==> src/hw/scroll_pkg.sv <==
// ####################
// shared widths, video geometry and
// sequencer states for the scroll layers
// ####################
package scroll_pkg;

    // layer pixel, palette in [8:4] and color in [3:0]
    typedef logic [8:0] pxl_t;
    localparam pxl_t PXL_BLANK = 9'h1ff;   // outside window and after reset

    typedef logic [8:0] hcnt_t;    // hdump
    typedef logic [8:0] vcnt_t;    // vrender, vdump
    typedef logic [15:0] scroll_t;

    // {layer[1:0], tile row[3:0], tile column[5:0]}
    typedef logic [11:0] tmap_addr_t;
    // {palette[4:0], tile code[10:0]}
    typedef logic [15:0] tmap_data_t;

    // {layer[1:0], code[10:0], row in tile[4:0], word in row[1:0]}
    typedef logic [19:0] rom_addr_t;
    typedef logic [31:0] rom_data_t;   // eight nibbles, pixel 0 at [3:0]

    typedef logic [1:0] layer_t;   // 0..2 for scroll 1..3

    localparam int ACTIVE_W = 128;   // visible pixels per line
    typedef logic [6:0] buf_addr_t;

    // log2 of the tile size, 8x8, 16x16 and 32x32
    localparam logic [2:0][2:0] TILE_SHIFT = {3'd5, 3'd4, 3'd3};

    typedef enum logic [1:0] {
        IDLE,
        REQ,
        WAIT_DONE
    } seq_state_t;

endpackage

==> src/hw/scroll_sequencer.sv <==
// ####################
// line start detection and
// per-layer render sequencing
// ####################
`timescale 1ns/100ps

module scroll_sequencer (
    input  logic                clk,
    input  logic                rst,
    input  logic                HB,
    input  scroll_pkg::vcnt_t   vrender,
    input  scroll_pkg::scroll_t hpos1,
    input  scroll_pkg::scroll_t vpos1,
    input  scroll_pkg::scroll_t hpos2,
    input  scroll_pkg::scroll_t vpos2,
    input  scroll_pkg::scroll_t hpos3,
    input  scroll_pkg::scroll_t vpos3,
    input  logic                layer_ack,
    output logic                line_start,
    output logic                layer_req,
    output scroll_pkg::layer_t  layer,
    output scroll_pkg::scroll_t lay_hpos,
    output scroll_pkg::scroll_t lay_vpos,
    output scroll_pkg::vcnt_t   line_v
);

    logic                   last_hb;
    scroll_pkg::seq_state_t st;

    // falling edge of HB, first clock of the active line
    assign line_start = last_hb && !HB;

    always_ff @(posedge clk or posedge rst) begin
        if (rst) begin
            last_hb   <= 1'b0;
            st        <= scroll_pkg::IDLE;
            layer_req <= 1'b0;
            layer     <= '0;
            lay_hpos  <= '0;
            lay_vpos  <= '0;
            line_v    <= '0;
        end else begin
            last_hb <= HB;
            if (line_start) begin
                // restart at layer 0 even if the last line is unfinished
                line_v    <= vrender;
                layer     <= 2'd0;
                lay_hpos  <= hpos1;
                lay_vpos  <= vpos1;
                layer_req <= 1'b0;
                st        <= scroll_pkg::REQ;
            end else begin
                case (st)
                    scroll_pkg::REQ: begin
                        // previous ack must be gone first
                        if (!layer_ack) begin
                            layer_req <= 1'b1;
                            st        <= scroll_pkg::WAIT_DONE;
                        end
                    end
                    scroll_pkg::WAIT_DONE: begin
                        if (layer_ack) begin
                            layer_req <= 1'b0;
                            if (layer == 2'd2) begin
                                st <= scroll_pkg::IDLE;   // line complete
                            end else begin
                                layer <= layer + 2'd1;
                                st    <= scroll_pkg::REQ;
                                if (layer == 2'd0) begin
                                    lay_hpos <= hpos2;
                                    lay_vpos <= vpos2;
                                end else begin
                                    lay_hpos <= hpos3;
                                    lay_vpos <= vpos3;
                                end
                            end
                        end
                    end
                    default: begin
                        layer_req <= 1'b0;   // idle until next line
                    end
                endcase
            end
        end
    end

endmodule

==> config.mk <==
export PLATFORM = sky130hd
export DESIGN_NAME = scroll_sequencer
export DESIGN_NICKNAME = d
export VERILOG_FILES = /design/src/hw/scroll_pkg.sv /design/src/hw/scroll_sequencer.sv
export SDC_FILE = /design/constraint.sdc
export NUM_CORES = 1
export LEC_CHECK = 0
export BUFFER_PORTS_ARGS = -buffer_cell sky130_fd_sc_hd__buf_2
export CORE_MARGIN = 10
export CORE_UTILIZATION = 25
export CTS_BUF_LIST = sky130_fd_sc_hd__clkbuf_8 sky130_fd_sc_hd__clkbuf_16
export DETAILED_ROUTE_END_ITERATION = 10
export PLACE_DENSITY = 0.48
export SKIP_CTS_REPAIR_TIMING = 1
export SYNTH_ARGS = -nofsm -noshare
export SYNTH_HDL_FRONTEND = slang
export SYNTH_SLANG_ARGS = --single-unit
==> constraint.sdc <==
create_clock -name clk -period 3.8 [get_ports clk]
set_input_delay 0.38 -clock clk [delete_from_list [all_inputs] [get_ports clk]]
set_output_delay 0.38 -clock clk [all_outputs]
set_load 0.02 [all_outputs]
Word level (Yosys, flattened, before mapping):

Cells that the tools add are included.

* $mul: 0
* add/subtract/negate cells: 1
* div/mod/pow operators: 0
* shift-type cells: 0
* magnitude comparators: 0
* muxes and demuxes: 23
* bitwise logic cells: 0
* eq/ne operators: 6
* reduce and logical (&&, ||, !) cells: 9

Operators by type and width (number)
* $mux W16: 10
* $mux W2: 7
* $ne A3 B3 Y1 const B: 2
* $reduce_and A3 Y1: 2
* $eq A2 B2 Y1 const B: 2
* $mux W1: 4
* $pmux W2 S2: 1
* $reduce_bool A2 Y1: 2
* $reduce_bool A3 Y1: 1
* $add A2 B1 Y2 const B: 1
* $eq A2 B1 Y1 const B: 1
* $logic_not A2 Y1: 1
* $ne A2 B2 Y1 const B: 1
* $pmux W1 S2: 1
* $reduce_and A2 Y1: 1
* $logic_and A1 B1 Y1: 1
* $logic_not A1 Y1: 1

* memory bits (writable): 0
* register bits after elaboration: 47
* input port bits: 109
* ROM bits: 0
* latch bits: 0
* memories kept: 0
* logic and storage cells: 46

Depth between registers and ports, before layout:

* depth after elaboration: 6
* depth in mapped cells: 8
* mapped depth without buffers: 5

Worst setup path before layout:

Ideal clock, no wire load.

* kind: register to register
* start: reg layer[0]
* end: reg lay_hpos[0]
* period minus slack after synthesis: 1.805 ns
* buffers on the path: 2
* library setup time: 0.126 ns
* setup slack: 1.995 ns
* cell stages (with the launch flop): 8
* arrival time: 1.679 ns
* path through: dfrtp_1 -> inv_1 -> ha_1 -> clkbuf_1 -> buf_2 -> mux2i_1 -> nor3_1 -> a221o_1

* longest elaborated chain between the ends: 6
* elaborated cells on any way between the ends: 9
* classes of those cells: 2 x eq/ne; 5 x mux; 2 x reduce/logical

Ends and longest elaborated chain
* from (decl): line scroll_sequencer.sv:21 `output scroll_pkg::layer_t layer,`
* from (signal assigned): line scroll_sequencer.sv:67 `layer <= layer + 2'd1;`
* $logic_not A2 Y1: line scroll_sequencer.sv:69 `if (layer == 2'd0) begin`
* $mux W16: line scroll_sequencer.sv:69
* $mux W16: line scroll_sequencer.sv:64 `if (layer == 2'd2) begin`
* $mux W16: line scroll_sequencer.sv:62 `if (layer_ack) begin`
* $mux W16: line scroll_sequencer.sv:53 `case (st)`
* $mux W16: line scroll_sequencer.sv:44 `if (line_start) begin`
* to (signal assigned): line scroll_sequencer.sv:48 `lay_hpos <= hpos1;`
* to (signal assigned): line scroll_sequencer.sv:70 `lay_hpos <= hpos2;`
* to (signal assigned): line scroll_sequencer.sv:73 `lay_hpos <= hpos3;`
* to (decl): line scroll_sequencer.sv:22 `output scroll_pkg::scroll_t lay_hpos,`

Several ways; a longest one is shown, not always the timed one. The select of a mux whose other input is x is not followed.
A chain may end at the register's enable or synchronous reset.

Final worst setup path:

* start: reg layer[0]
* end: reg lay_vpos[4]

* longest elaborated chain between the ends: 6
* elaborated cells on any way between the ends: 9
* classes of those cells: 2 x eq/ne; 5 x mux; 2 x reduce/logical

Ends and longest elaborated chain
* $logic_not A2 Y1: line scroll_sequencer.sv:69
* $mux W16: line scroll_sequencer.sv:69
* $mux W16: line scroll_sequencer.sv:64
* $mux W16: line scroll_sequencer.sv:62
* $mux W16: line scroll_sequencer.sv:53
* $mux W16: line scroll_sequencer.sv:44
* to (signal assigned): line scroll_sequencer.sv:49 `lay_vpos <= vpos1;`
* to (signal assigned): line scroll_sequencer.sv:71 `lay_vpos <= vpos2;`
* to (signal assigned): line scroll_sequencer.sv:74 `lay_vpos <= vpos3;`
* to (decl): line scroll_sequencer.sv:23 `output scroll_pkg::scroll_t lay_vpos,`

Several ways; a longest one is shown, not always the timed one. The select of a mux whose other input is x is not followed.

==> impl_metrics.toml <==
[synthesis]
ys.flop_type = "dfrtp_1"
async_reset_ff_share_pct = 100
ys_ff_latch = 47
synth_top_family_by_area = "multiplexers"
synth.top_cell.area_share_pct = 50.0
synth_cells = 195
synthSimpleGateAreaFrac_pct = 9.63
synth_nets = 306
synth_area_leaders = "dfrtp_1, a221o_1, mux2i_1, nor3_1, mux2_2"
synth_top_cell_by_area = "dfrtp_1"
synth_mux_area_share_pct = 17.9
synth_xor_area_share_pct = 0.373
yosysWarnings = 0
yosysMostFrequentCell = "dfrtp_1"
syn_area_per_cell_sq_um = 12.1
synthesis.area_sq_um = 2350
synthAdderAreaFrac_pct = 1.49
ys_seq_area_share_pct = 50.0
synth-compound-area-share_pct = 14.6
synth_edf_count = 0
synth_cell_types = 23
synthTopCellsByCount = "dfrtp_1, a221o_1, mux2i_1, nor3_1"

[grt]
grt_pass1_wl_um = 11900
grt_pass1_vias = 2321
track_usage_pct = 10.9
grt_max_degree = 48
antenna_found_initial = 0
grt_remaining_overflow = 0

[sta]
hold_violations = 0
setup_tns_ns = 0
slew_violations = 0
tightestPinTransition_ns = 1.05
rsz0062_at_grt = "no"
skew_ns = 0.00491
finalSetupViolCount = 0
slew_headroom_pct = 30.2
finalCritPeriodShare_pct = 57.0
fmax_mhz = 462
period_needed_ns = 2.17

[finish]
regArea_sq_um = 1180
finish.utilization_pct = 35.4
area_growth_pct = 38.5
multiInputGateArea_sq_um = 1050
drive_gt1_share_pct = 52.1
instances_no_fill = 450
fillCellCount = 975
nets = 448

[min_path]
min_from = "HB"
hold_class = "input pin to register"

[route]
drtAntennaViolNets = 0
vias = 2075
detail_route.vias_per_cell = 4.61
wl_per_cell_um = 17.3
drtIter0Drc = 53
wl_um = 7800
firstDrtPassIters = 4
drc = 0

[power]
switchingPower_mw = 0.568
p_comb_share_pct = 40.3
sequentialPowerShare_pct = 41.6
p_int_mw = 1.00
p_sw_share_pct = 36.1
clock_power_share_pct = 18.1
ir_worst_vdd_uv = 182
p_per_area_nw_per_um2 = 482
p_leak_nw = 1.77

[clock_tree]
h-tree-depth = 2
cts_buffers = 5
clockBufferDepth = 2
cts_tree = "built"
worst_skew_pair.late_latency_ns = 0.29
root_buffer = "clkbuf_8"
cts.clk_slew.worst_paths_ns = 0.08
cts.sinks = 47

[worst_setup_path]
cp_max_fo = 32
crit_path_end_kind = "register"
cp-startpoint = "layer[0]$_DFFE_PP0P_"
required_ns = 3.98
crit_arrival_ns = 2.35
path_class = "register to register"
r2r_start = "layer[0]$_DFFE_PP0P_"
startpoint_type = "register"

[floorplan]
io_pins = 154
die_w_um = 117
start_util_pct = 25.6
die_y_um = 117
core_sq_um = 9200
dieArea_sq_um = 13700
rows = 35

[placement]
placed_cells = 441
routabilityCongestion = 0.714
dp.final_hpwl_um = 5820
port_buffers = 153

[run]
cap_viol_max_count = 0

[status]
status = "finished clean"
==> final timing paths <==
kind / endpoint / slack [ns] / cells past startpoint
min: last_hb$_DFF_PP0_ / 0.24 / 1
max reg2reg: lay_vpos[4]$_DFFE_PP0P_ / 1.63 / 5
min reg2reg: line_v[8]$_DFFE_PP0P_ / 0.51 / 1
max in group asynchronous: lay_vpos[2]$_DFFE_PP0P_ / 2.86 / 2
max: lay_vpos[4]$_DFFE_PP0P_ / 1.63 / 5
min in group asynchronous: lay_hpos[0]$_DFFE_PP0P_ / 0.33 / 2
==> cell usage in the layout (no fill, tap or decap), drive strengths merged <==
cell / count
maj3: 1
a31oi: 1
a21o: 1
nor4bb: 1
diode: 1
nand2b: 1
inv: 7
nand4bb: 1
dfrtp: 47
mux2: 9
xnor2: 1
nor3b: 1
o21ai: 2
buf: 156
nor2b: 2
mux2i: 32
ha: 2
a221o: 32
clkbuf: 5
nor3: 32
nor2: 3
clkinv: 1
==> registers in the layout, indices dropped and copies added (netlist names) <==
signal,flops
lay_vpos,16
layer_req,1
lay_hpos,16
line_v,9
last_hb,1
st,2
layer,2
==> worst max-delay path: stages, from the launching register on <==
cell and delay, ns:
dfrtp_1 0.38, inv_1 0.11, ha_2 0.90, mux2i_1 0.31, nor3_1 0.08, a221o_1 0.26
==> routing by layer <==
layer  global-route usage (%)  routed length (um)
met5                        0                   0
met4                     3.13                  53
met3                     4.23                 724
met2                     17.7                3770
met1                     13.1                3250
==> logic make-up after synthesis <==
family / count (synthesis)
AO/OA/AOI/OAI: 36
XOR/XNOR: 1
adder cells (fa/ha/maj): 3
buffers and inverters: 26
flip-flops: 47
multiplexers: 41
AND/OR/NAND/NOR: 41
==> power groups by stage <==
stage                     clock, mW  sequential (mW)  combinational, mW
after global placement            0            0.663              0.643
after global routing          0.329            0.670              0.691
after CTS                     0.305            0.654              0.649
final                         0.285            0.654              0.633
after floorplan                   0            0.779              0.309
after detailed placement          0            0.660              0.651
==> through the flow <==
| step | power, mW | hold slack, ns | setup WS [ns] | instance area [sq um] |
|---|---|---|---|---|
| 2_1_floorplan | 1.09 | 0.411 | 1.99 | 2350 |
| 4_1_cts | 1.61 | 0.224 | 1.58 | 3250 |
| 5_1_grt | 1.69 | 0.217 | 1.45 | 3250 |
| 3_5_place_dp | 1.31 | 0.491 | 1.59 | 3170 |
| 3_3_place_gp | 1.31 | 0.486 | 1.61 | 3170 |
| 6_report | 1.57 | 0.240 | 1.63 | 3260 |
==> final cells by class <==
cell class | count | area share (%)
Clock inverter | 3 | 0.384
Inverter | 5 | 0.576
Multi-Input combinational cell | 122 | 32.3
Sequential cell | 47 | 36.1
Clock buffer | 5 | 2.11
Antenna cell | 1 | 0.0768
Tap cell | 111 | 4.26
Timing Repair Buffer | 156 | 24.2
Power figures use the tool's default switching activity.
