File: src/hw/scroll_pkg.sv
// ####################
// shared widths, video geometry and
// sequencer states for the scroll layers
// ####################
package scroll_pkg;

    // layer pixel, palette in [8:4] and color in [3:0]
    typedef logic [8:0] pxl_t;
    localparam pxl_t PXL_BLANK = 9'h1ff;   // outside window and after reset

    typedef logic [8:0] hcnt_t;    // hdump
    typedef logic [8:0] vcnt_t;    // vrender, vdump
    typedef logic [15:0] scroll_t;

    // {layer[1:0], tile row[3:0], tile column[5:0]}
    typedef logic [11:0] tmap_addr_t;
    // {palette[4:0], tile code[10:0]}
    typedef logic [15:0] tmap_data_t;

    // {layer[1:0], code[10:0], row in tile[4:0], word in row[1:0]}
    typedef logic [19:0] rom_addr_t;
    typedef logic [31:0] rom_data_t;   // eight nibbles, pixel 0 at [3:0]

    typedef logic [1:0] layer_t;   // 0..2 for scroll 1..3

    localparam int ACTIVE_W = 128;   // visible pixels per line
    typedef logic [6:0] buf_addr_t;

    // log2 of the tile size, 8x8, 16x16 and 32x32
    localparam logic [2:0][2:0] TILE_SHIFT = {3'd5, 3'd4, 3'd3};

    typedef enum logic [1:0] {
        IDLE,
        REQ,
        WAIT_DONE
    } seq_state_t;

endpackage

File: src/hw/tile_fetcher.sv
// ####################
// tile fetcher for one layer line
// tilemap read, ROM handshake, pixel writes
// ####################
`timescale 1ns/100ps

module tile_fetcher (
    input  logic                   clk,
    input  logic                   rst,
    input  logic                   layer_req,
    input  scroll_pkg::layer_t     layer,
    input  scroll_pkg::scroll_t    lay_hpos,
    input  scroll_pkg::scroll_t    lay_vpos,
    input  scroll_pkg::vcnt_t      line_v,
    input  logic                   line_start,
    input  scroll_pkg::tmap_data_t tile_data,
    input  logic                   rom_ack,
    input  scroll_pkg::rom_data_t  rom_data,
    output logic                   layer_ack,
    output scroll_pkg::tmap_addr_t tile_addr,
    output logic                   rom_req,
    output scroll_pkg::rom_addr_t  rom_addr,
    output logic                   buf_wr,
    output scroll_pkg::layer_t     buf_layer,
    output scroll_pkg::buf_addr_t  buf_addr,
    output scroll_pkg::pxl_t       buf_data
);

    typedef enum logic [2:0] {
        F_IDLE, F_TILE, F_CODE, F_REQ, F_ROM, F_HOLD, F_DONE, F_ACK
    } fetch_state_t;

    fetch_state_t          st;
    logic                  stop;
    scroll_pkg::scroll_t   f_x;      // x of the word being fetched
    logic [7:0]            f_h;      // its first screen pixel
    scroll_pkg::scroll_t   line_y, x_tile, y_tile, x_next;
    logic [7:0]            h_next;
    logic [3:0]            step;
    logic [2:0]            sh;
    logic [4:0]            tmask, x_in, y_in;
    logic [4:0]            f_pal, w_pal;
    logic [10:0]           f_code;
    scroll_pkg::rom_data_t f_word, w_word;
    logic                  w_busy;
    logic [2:0]            w_idx;    // nibble being written
    scroll_pkg::buf_addr_t w_pos;

    assign stop   = line_start;   // next line began, drop this one
    assign line_y = lay_vpos + scroll_pkg::scroll_t'(line_v);
    assign sh     = scroll_pkg::TILE_SHIFT[layer];
    assign tmask  = 5'((6'd1 << sh) - 6'd1);   // tile size minus one

    assign x_tile = f_x >> sh;
    assign y_tile = line_y >> sh;
    assign x_in   = f_x[4:0] & tmask;
    assign y_in   = line_y[4:0] & tmask;

    assign tile_addr = {layer, y_tile[3:0], x_tile[5:0]};

    // pixels left in the current word, only the first one can be partial
    assign step   = 4'd8 - {1'b0, f_x[2:0]};
    assign x_next = f_x + scroll_pkg::scroll_t'(step);
    assign h_next = f_h + 8'(step);

    assign buf_wr    = w_busy;
    assign buf_layer = layer;
    assign buf_addr  = w_pos;
    assign buf_data  = {w_pal, w_word[{w_idx, 2'b00} +: 4]};

    always_ff @(posedge clk or posedge rst) begin
        if (rst) begin
            st        <= F_IDLE;
            layer_ack <= 1'b0;
            rom_req   <= 1'b0;
            f_x       <= '0;
            f_h       <= '0;
            w_busy    <= 1'b0;
            w_idx     <= '0;
            w_pos     <= '0;
        end else begin
            if (rom_req && rom_ack) rom_req <= 1'b0;   // also finishes an aborted read
            if (w_busy) begin
                w_idx <= w_idx + 3'd1;
                w_pos <= w_pos + 7'd1;
                if (w_idx == 3'd7 || w_pos == scroll_pkg::buf_addr_t'(scroll_pkg::ACTIVE_W - 1))
                    w_busy <= 1'b0;
            end
            if (stop) begin
                st        <= F_IDLE;
                layer_ack <= 1'b0;
                w_busy    <= 1'b0;
            end else begin
                case (st)
                    F_IDLE: begin
                        if (layer_req) begin
                            f_x <= lay_hpos;
                            f_h <= '0;
                            st  <= F_TILE;
                        end
                    end
                    F_TILE: st <= F_CODE;   // tilemap RAM latency
                    F_CODE: st <= F_REQ;
                    F_REQ: begin
                        if (!rom_req && !rom_ack) begin
                            rom_req <= 1'b1;
                            st      <= F_ROM;
                        end
                    end
                    F_ROM:  if (rom_ack) st <= F_HOLD;
                    F_HOLD: begin
                        // hand the word over, next tile fetch overlaps the writes
                        if (!w_busy) begin
                            w_busy <= 1'b1;
                            w_idx  <= f_x[2:0];
                            w_pos  <= f_h[6:0];
                            f_x    <= x_next;
                            f_h    <= h_next;
                            st     <= (h_next >= 8'(scroll_pkg::ACTIVE_W)) ? F_DONE : F_TILE;
                        end
                    end
                    F_DONE: begin
                        if (!w_busy) begin
                            layer_ack <= 1'b1;
                            st        <= F_ACK;
                        end
                    end
                    F_ACK: begin
                        if (!layer_req) begin
                            layer_ack <= 1'b0;
                            st        <= F_IDLE;
                        end
                    end
                    default: st <= F_IDLE;
                endcase
            end
        end
    end

    always_ff @(posedge clk) begin
        if (st == F_CODE) begin
            f_pal  <= tile_data[15:11];
            f_code <= tile_data[10:0];
        end
        if (st == F_REQ && !rom_req && !rom_ack)
            rom_addr <= {layer, f_code, y_in, x_in[4:3]};
        if (st == F_ROM && rom_ack) f_word <= rom_data;
        if (st == F_HOLD && !w_busy) begin
            w_word <= f_word;
            w_pal  <= f_pal;
        end
    end

endmodule

File: config.mk
export PLATFORM = sky130hd
export DESIGN_NAME = tile_fetcher
export DESIGN_NICKNAME = d
export VERILOG_FILES = /design/src/hw/scroll_pkg.sv /design/src/hw/tile_fetcher.sv
export SDC_FILE = /design/constraint.sdc
export NUM_CORES = 1
export LEC_CHECK = 0
export ABC_AREA = 1
export BUFFER_PORTS_ARGS = -buffer_cell sky130_fd_sc_hd__buf_4
export CAP_MARGIN = 10
export CORE_MARGIN = 1
export CORE_UTILIZATION = 37
export CTS_CLUSTER_SIZE = 25
export DETAILED_ROUTE_END_ITERATION = 6
export PLACE_DENSITY_LB_ADDON = 0.08
export SLEW_MARGIN = 20
export SYNTH_ARGS = -nofsm -noshare
export SYNTH_HDL_FRONTEND = slang
export SYNTH_SLANG_ARGS = --single-unit
File: constraint.sdc
create_clock -name clk -period 10.4 [get_ports clk]
set_clock_uncertainty 0.2 [all_clocks]
set_input_delay 1.56 -clock clk [delete_from_list [all_inputs] [get_ports clk]]
set_output_delay 1.56 -clock clk [all_outputs]
set_load 0.02 [all_outputs]
# Word-level counts from Yosys, hierarchy flattened
# Index checks and enable logic that the tools add are counted.
# classes
bitwise	3
n_reduce_logical	16
n_lt_le_gt_ge	2
n_mux	38
n_shift	4
n_addsub	7
n_eq_ne	17
# op_table
operator	n
3-bit 2-to-1 mux	13
16-bit 2-to-1 mux	2
16-bit one-hot mux with 2 select lines	1
32-bit by 6-bit variable part select with 4-bit output	1
7-bit 2-to-1 mux	4
3-bit one-hot mux with 8 select lines	1
3-bit != test (second input constant)	6
16-bit by 4-bit adder with 16-bit output	1
16-bit by 9-bit adder with 16-bit output	1
8-bit 2-to-1 mux	2
8-bit one-hot mux with 2 select lines	1
16-bit by 3-bit >> shifter with 4-bit output	1
16-bit by 3-bit >> shifter with 6-bit output	1
3-bit equality test (second input constant)	5
1-bit 2-to-1 mux	12
5-bit bitwise AND	2
8-bit by 4-bit adder with 8-bit output	1
8-bit greater-or-equal comparator (second input constant)	1
7-bit by 1-bit adder with 7-bit output (second input constant)	1
7-bit equality test (second input constant)	1
3-bit binary-select mux with 2-bit select	1
3-bit by 2-bit equality test with 1-bit output (second input constant)	2
1-bit logical AND	6
6-bit AND reduction	1
other kinds (16)	19
# totals
register_bits	145
word_cells	101
input_bits	96

# Longest topological paths before layout
# logic_depth
word_depth	7
depth_mapped	15
mapped_depth_nobuf	15

# Worst setup path before layout
# OpenSTA, ideal clock, no wires.
# synth_timing
path_kind	in2out
startpoint	input port lay_vpos[0]
endpoint	output port tile_addr[7]
slack_ps	5441
required_time_ps	8640
cell_stages	11
t_arrival_ps	3199
cell_sequence	ha_1 inv_1 fa_1 inv_1 nand2_1 nand2_1 and2_1 nand2_1 nand3b_1 a21oi_1 o21ai_0
# synth_via
elab_chain_len	2
# synth_rtl
element	line_no	source
from (decl)	tile_fetcher.sv:13	input scroll_pkg::scroll_t lay_vpos,
16-bit by 9-bit adder with 16-bit output	tile_fetcher.sv:50	assign line_y = lay_vpos + scroll_pkg::scroll_t'(line_v);
16-bit by 3-bit >> shifter with 4-bit output	tile_fetcher.sv:55	assign y_tile = line_y >> sh;
to (decl)	tile_fetcher.sv:20	output scroll_pkg::tmap_addr_t tile_addr,
# Every way passes these cells.

# Worst setup path in the final report
# layout_timing
startpoint	input port layer[0]
endpoint	output port tile_addr[1]
# layout_via
elab_chain_len	3
# layout_rtl
element	line_no	source
from (decl)	tile_fetcher.sv:11	input scroll_pkg::layer_t layer,
3-bit binary-select mux with 2-bit select	tile_fetcher.sv:51	assign sh = scroll_pkg::TILE_SHIFT[layer];
3-bit 2-to-1 mux (not written as such)	tile_fetcher.sv:51	
16-bit by 3-bit >> shifter with 6-bit output	tile_fetcher.sv:54	assign x_tile = f_x >> sh;
# Every way passes these cells. The select of a mux whose other input is x is not followed.

==> run summary <==
Status = completed
Sequential fraction of the synthesis area = 0.5754
Max Clk Rate = 176.9 MHz
Yosys cell types = 49
H-Tree Depth = 4
Vias = 5,426
Post-synthesis compound-gate area fraction = 0.09195
Simple-gate area share of the yosys netlist = 0.2030
TritonCTS Buffers = 17
Critical-path top delay cell = nor2_1
Syn nets = 836
Hold Fails Final Rpt = 0
P_leak = 3.917 nW
Root Driver = clkbuf_16
Synth Area in XOR/XNOR = 0.01853
Drt wl/cell = 14.81 um
Die area = 19,720 um^2
Worst Hold Class = flop to flop
Crit path DAT = 3890 ps
Flip-flop and latch count after synthesis = 142
Height of the die = 140.4 um
Final Critical Period = 5654 ps
Crit share post-route = 0.5437
Final wirelength = 16.35 mm
Postcts setup bufs = 0
Worst-path maximum fanout = 16
YS warnings = 0
Clock tree buffer depth = 2
CTS tree = yes
Largest net degree at the start of global routing = 39
Worst-margin pin slew = 919.2 ps
EDFF count, synth = 105
Fin. max-slew vios = 0
Fraction of layout cells with a size suffix above 1 = 0.2506
Hpwl dp = 11.99 mm
Port Buffers = 140
Dominant synthesized flop cell = edfxtp_1
Ant diodes = 0
Core Rows = 50
Max VDD drop = 0.0001365 V
# IOs = 149
Worst-path clk slew = 70 ps
Setup TNS Final = 0 ps
Post-route DRC = 0
GRT Total Usage = 0.1734
First-pass GRT wire length = 26.13 mm
Endpoints failing setup = 0
Skew-Pair Late Insertion Delay = 430 ps
Die width = 140.4 um
Vias in the first global route = 5,316
Cell Area, Synth = 7089 um^2
P per Cell Area = 239.5 nW/um^2
Area delta synth->final = 26.47%
Async set or reset register ratio after synthesis = 0.2606
Detail Route Antenna Nets = 0
Max-cap violations = 0
Final Util = 0.4777
Slew HR = 0.3850
Post-Syn Instances = 713
Reg2Reg Depth = 15
Initial antenna violation count = 0
Hold Crit Depth = 0
Final nets = 980
Critical path class = input port to output pin
Cells resized by post-CTS repair = 0
Iteration count of the initial detailed-routing pass = 4
Syn_area_per_cell = 9.943 um^2
Cell family with most CP delay = simple AND/OR/NAND/NOR gates
RSZ-0062 raised after global routing = no
Initial Util = 0.3777
GRT overflow = 0
Adder-cell share of the synthesized area = 0.04977
Main combinational cell family by area after synthesis = simple AND/OR/NAND/NOR gates
Critical Path RT = 8640 ps
Critical path capture point type = output pin
Core area = 18,770 um^2
CTS Hold Bufs = 0
Worst path bufs/invs = 4
DR vias/cell = 4.915
Crit path launch type = input port
Crit path largest cell delay = 720 ps
Post-synthesis mux area share = 0
Crit. path cell count = 9
Worst path cell trace = buf_4, inv_1, ha_1, nor2_1, inv_1, o22ai_1, a21oi_1, a32oi_1, buf_4
Gpl congestion = 0.8832
Detailed Route Iter0 Violations = 231
Clk sinks = 142
Yosys cell counts (4+ instances only):
library cell / count / area share
nor2_1: 74 / 0.039
nand2_1: 149 / 0.079
buf_4: 5 / 0.0053
buf_2: 4 / 0.0028
xor2_1: 12 / 0.015
dfrtp_1: 37 / 0.13
inv_1: 78 / 0.041
nand3_2: 5 / 0.0071
a31oi_1: 5 / 0.0044
edfxtp_1: 105 / 0.44
nand4_1: 6 / 0.0053
o22ai_1: 9 / 0.0079
o21ai_0: 44 / 0.031
nor3_1: 13 / 0.0092
a221oi_1: 5 / 0.0062
nand2_2: 11 / 0.0097
nand3_1: 48 / 0.034
o21ai_1: 4 / 0.0028
ha_1: 25 / 0.044
clkbuf_1: 7 / 0.0037
a21oi_1: 21 / 0.015
metrics by stage:
stage	cell area, um^2	hold slack, ps	std cells	total power, mW	worst slack [ps]
finish	8966	218.9	1104	2.148	4746
global route	8966	222.9	1104	2.282	4536
CTS	8946	219.3	1103	2.172	4755
detailed placement	8353	204.5	1071	1.562	4774
global placement	8353	200.7	1071	1.542	4785
floorplan	7089	200.3	713	1.313	5441
power breakdown:
| group | switching, mW | internal (mW) | total (mW) | leakage, nW |
|---|---|---|---|---|
| Combinational | 0.447 | 0.275 | 0.722 | 2.22 |
| Sequential | 0.114 | 0.710 | 0.824 | 1.42 |
| Clock | 0.280 | 0.322 | 0.602 | 0.280 |
| Total | 0.841 | 1.31 | 2.15 | 3.92 |
cells in the final DEF, fill, tap and decap left out, drive strengths merged, types with 3 or more instances in the layout:
cell,instances
o21ai,50
dfrtp,37
a31oi,5
or2,3
clkinv,4
xor2,12
inv,90
nand2,161
nor2,80
nand3,54
nor3,13
edfxtp,105
o22ai,11
o221ai,4
ha,25
a221oi,5
xnor2,3
nand4,6
clkinvlp,3
buf,145
clkbuf,17
a21oi,21
final cells by class:
cell class | instances | area (um^2)
Clock buffer | 17 | 425.4
Clock inverter | 15 | 167.7
Fill cell | 1796 | 9802
Inverter | 82 | 310.3
Multi-Input combinational cell | 469 | 2590
Sequential cell | 142 | 4079
Tap cell | 234 | 292.8
Timing Repair Buffer | 145 | 1101
cells by family after synthesis:
family | count (synthesis)
AO/OA/AOI/OAI | 106
XOR/XNOR | 15
adder cells (fa/ha/maj) | 27
buffers and inverters | 102
flip-flops | 142
AND/OR/NAND/NOR | 321
final timing paths:
path	from	endpoint	slack [ps]
max	layer[0]	tile_addr[1]	4750
min	f_word[5]	w_word[5]	220
max reg2reg	f_x[0]	st[1]	7480
min reg2reg	f_word[5]	w_word[5]	220
max in group asynchronous	rst	f_h[0]	8580
min in group asynchronous	rst	f_x[9]	1050
flip-flops by register name (all words and copies together) (netlist names), 7 cells and up:
signal and flops:
f_h 8, w_word 32, buf_addr 7, f_word 32, rom_addr 20, f_x 13, f_code 11
metal layers:
layer | vias up | wire [um] | global-route usage
met2 | 149 | 8318 | 0.3024
li1 | 2717 | - | -
met5 | - | 0 | 0
met4 | 0 | 444 | 0.08849
met1 | 2535 | 6847 | 0.1996
met3 | 25 | 743 | 0.03932
Power figures use the tool's default switching activity.
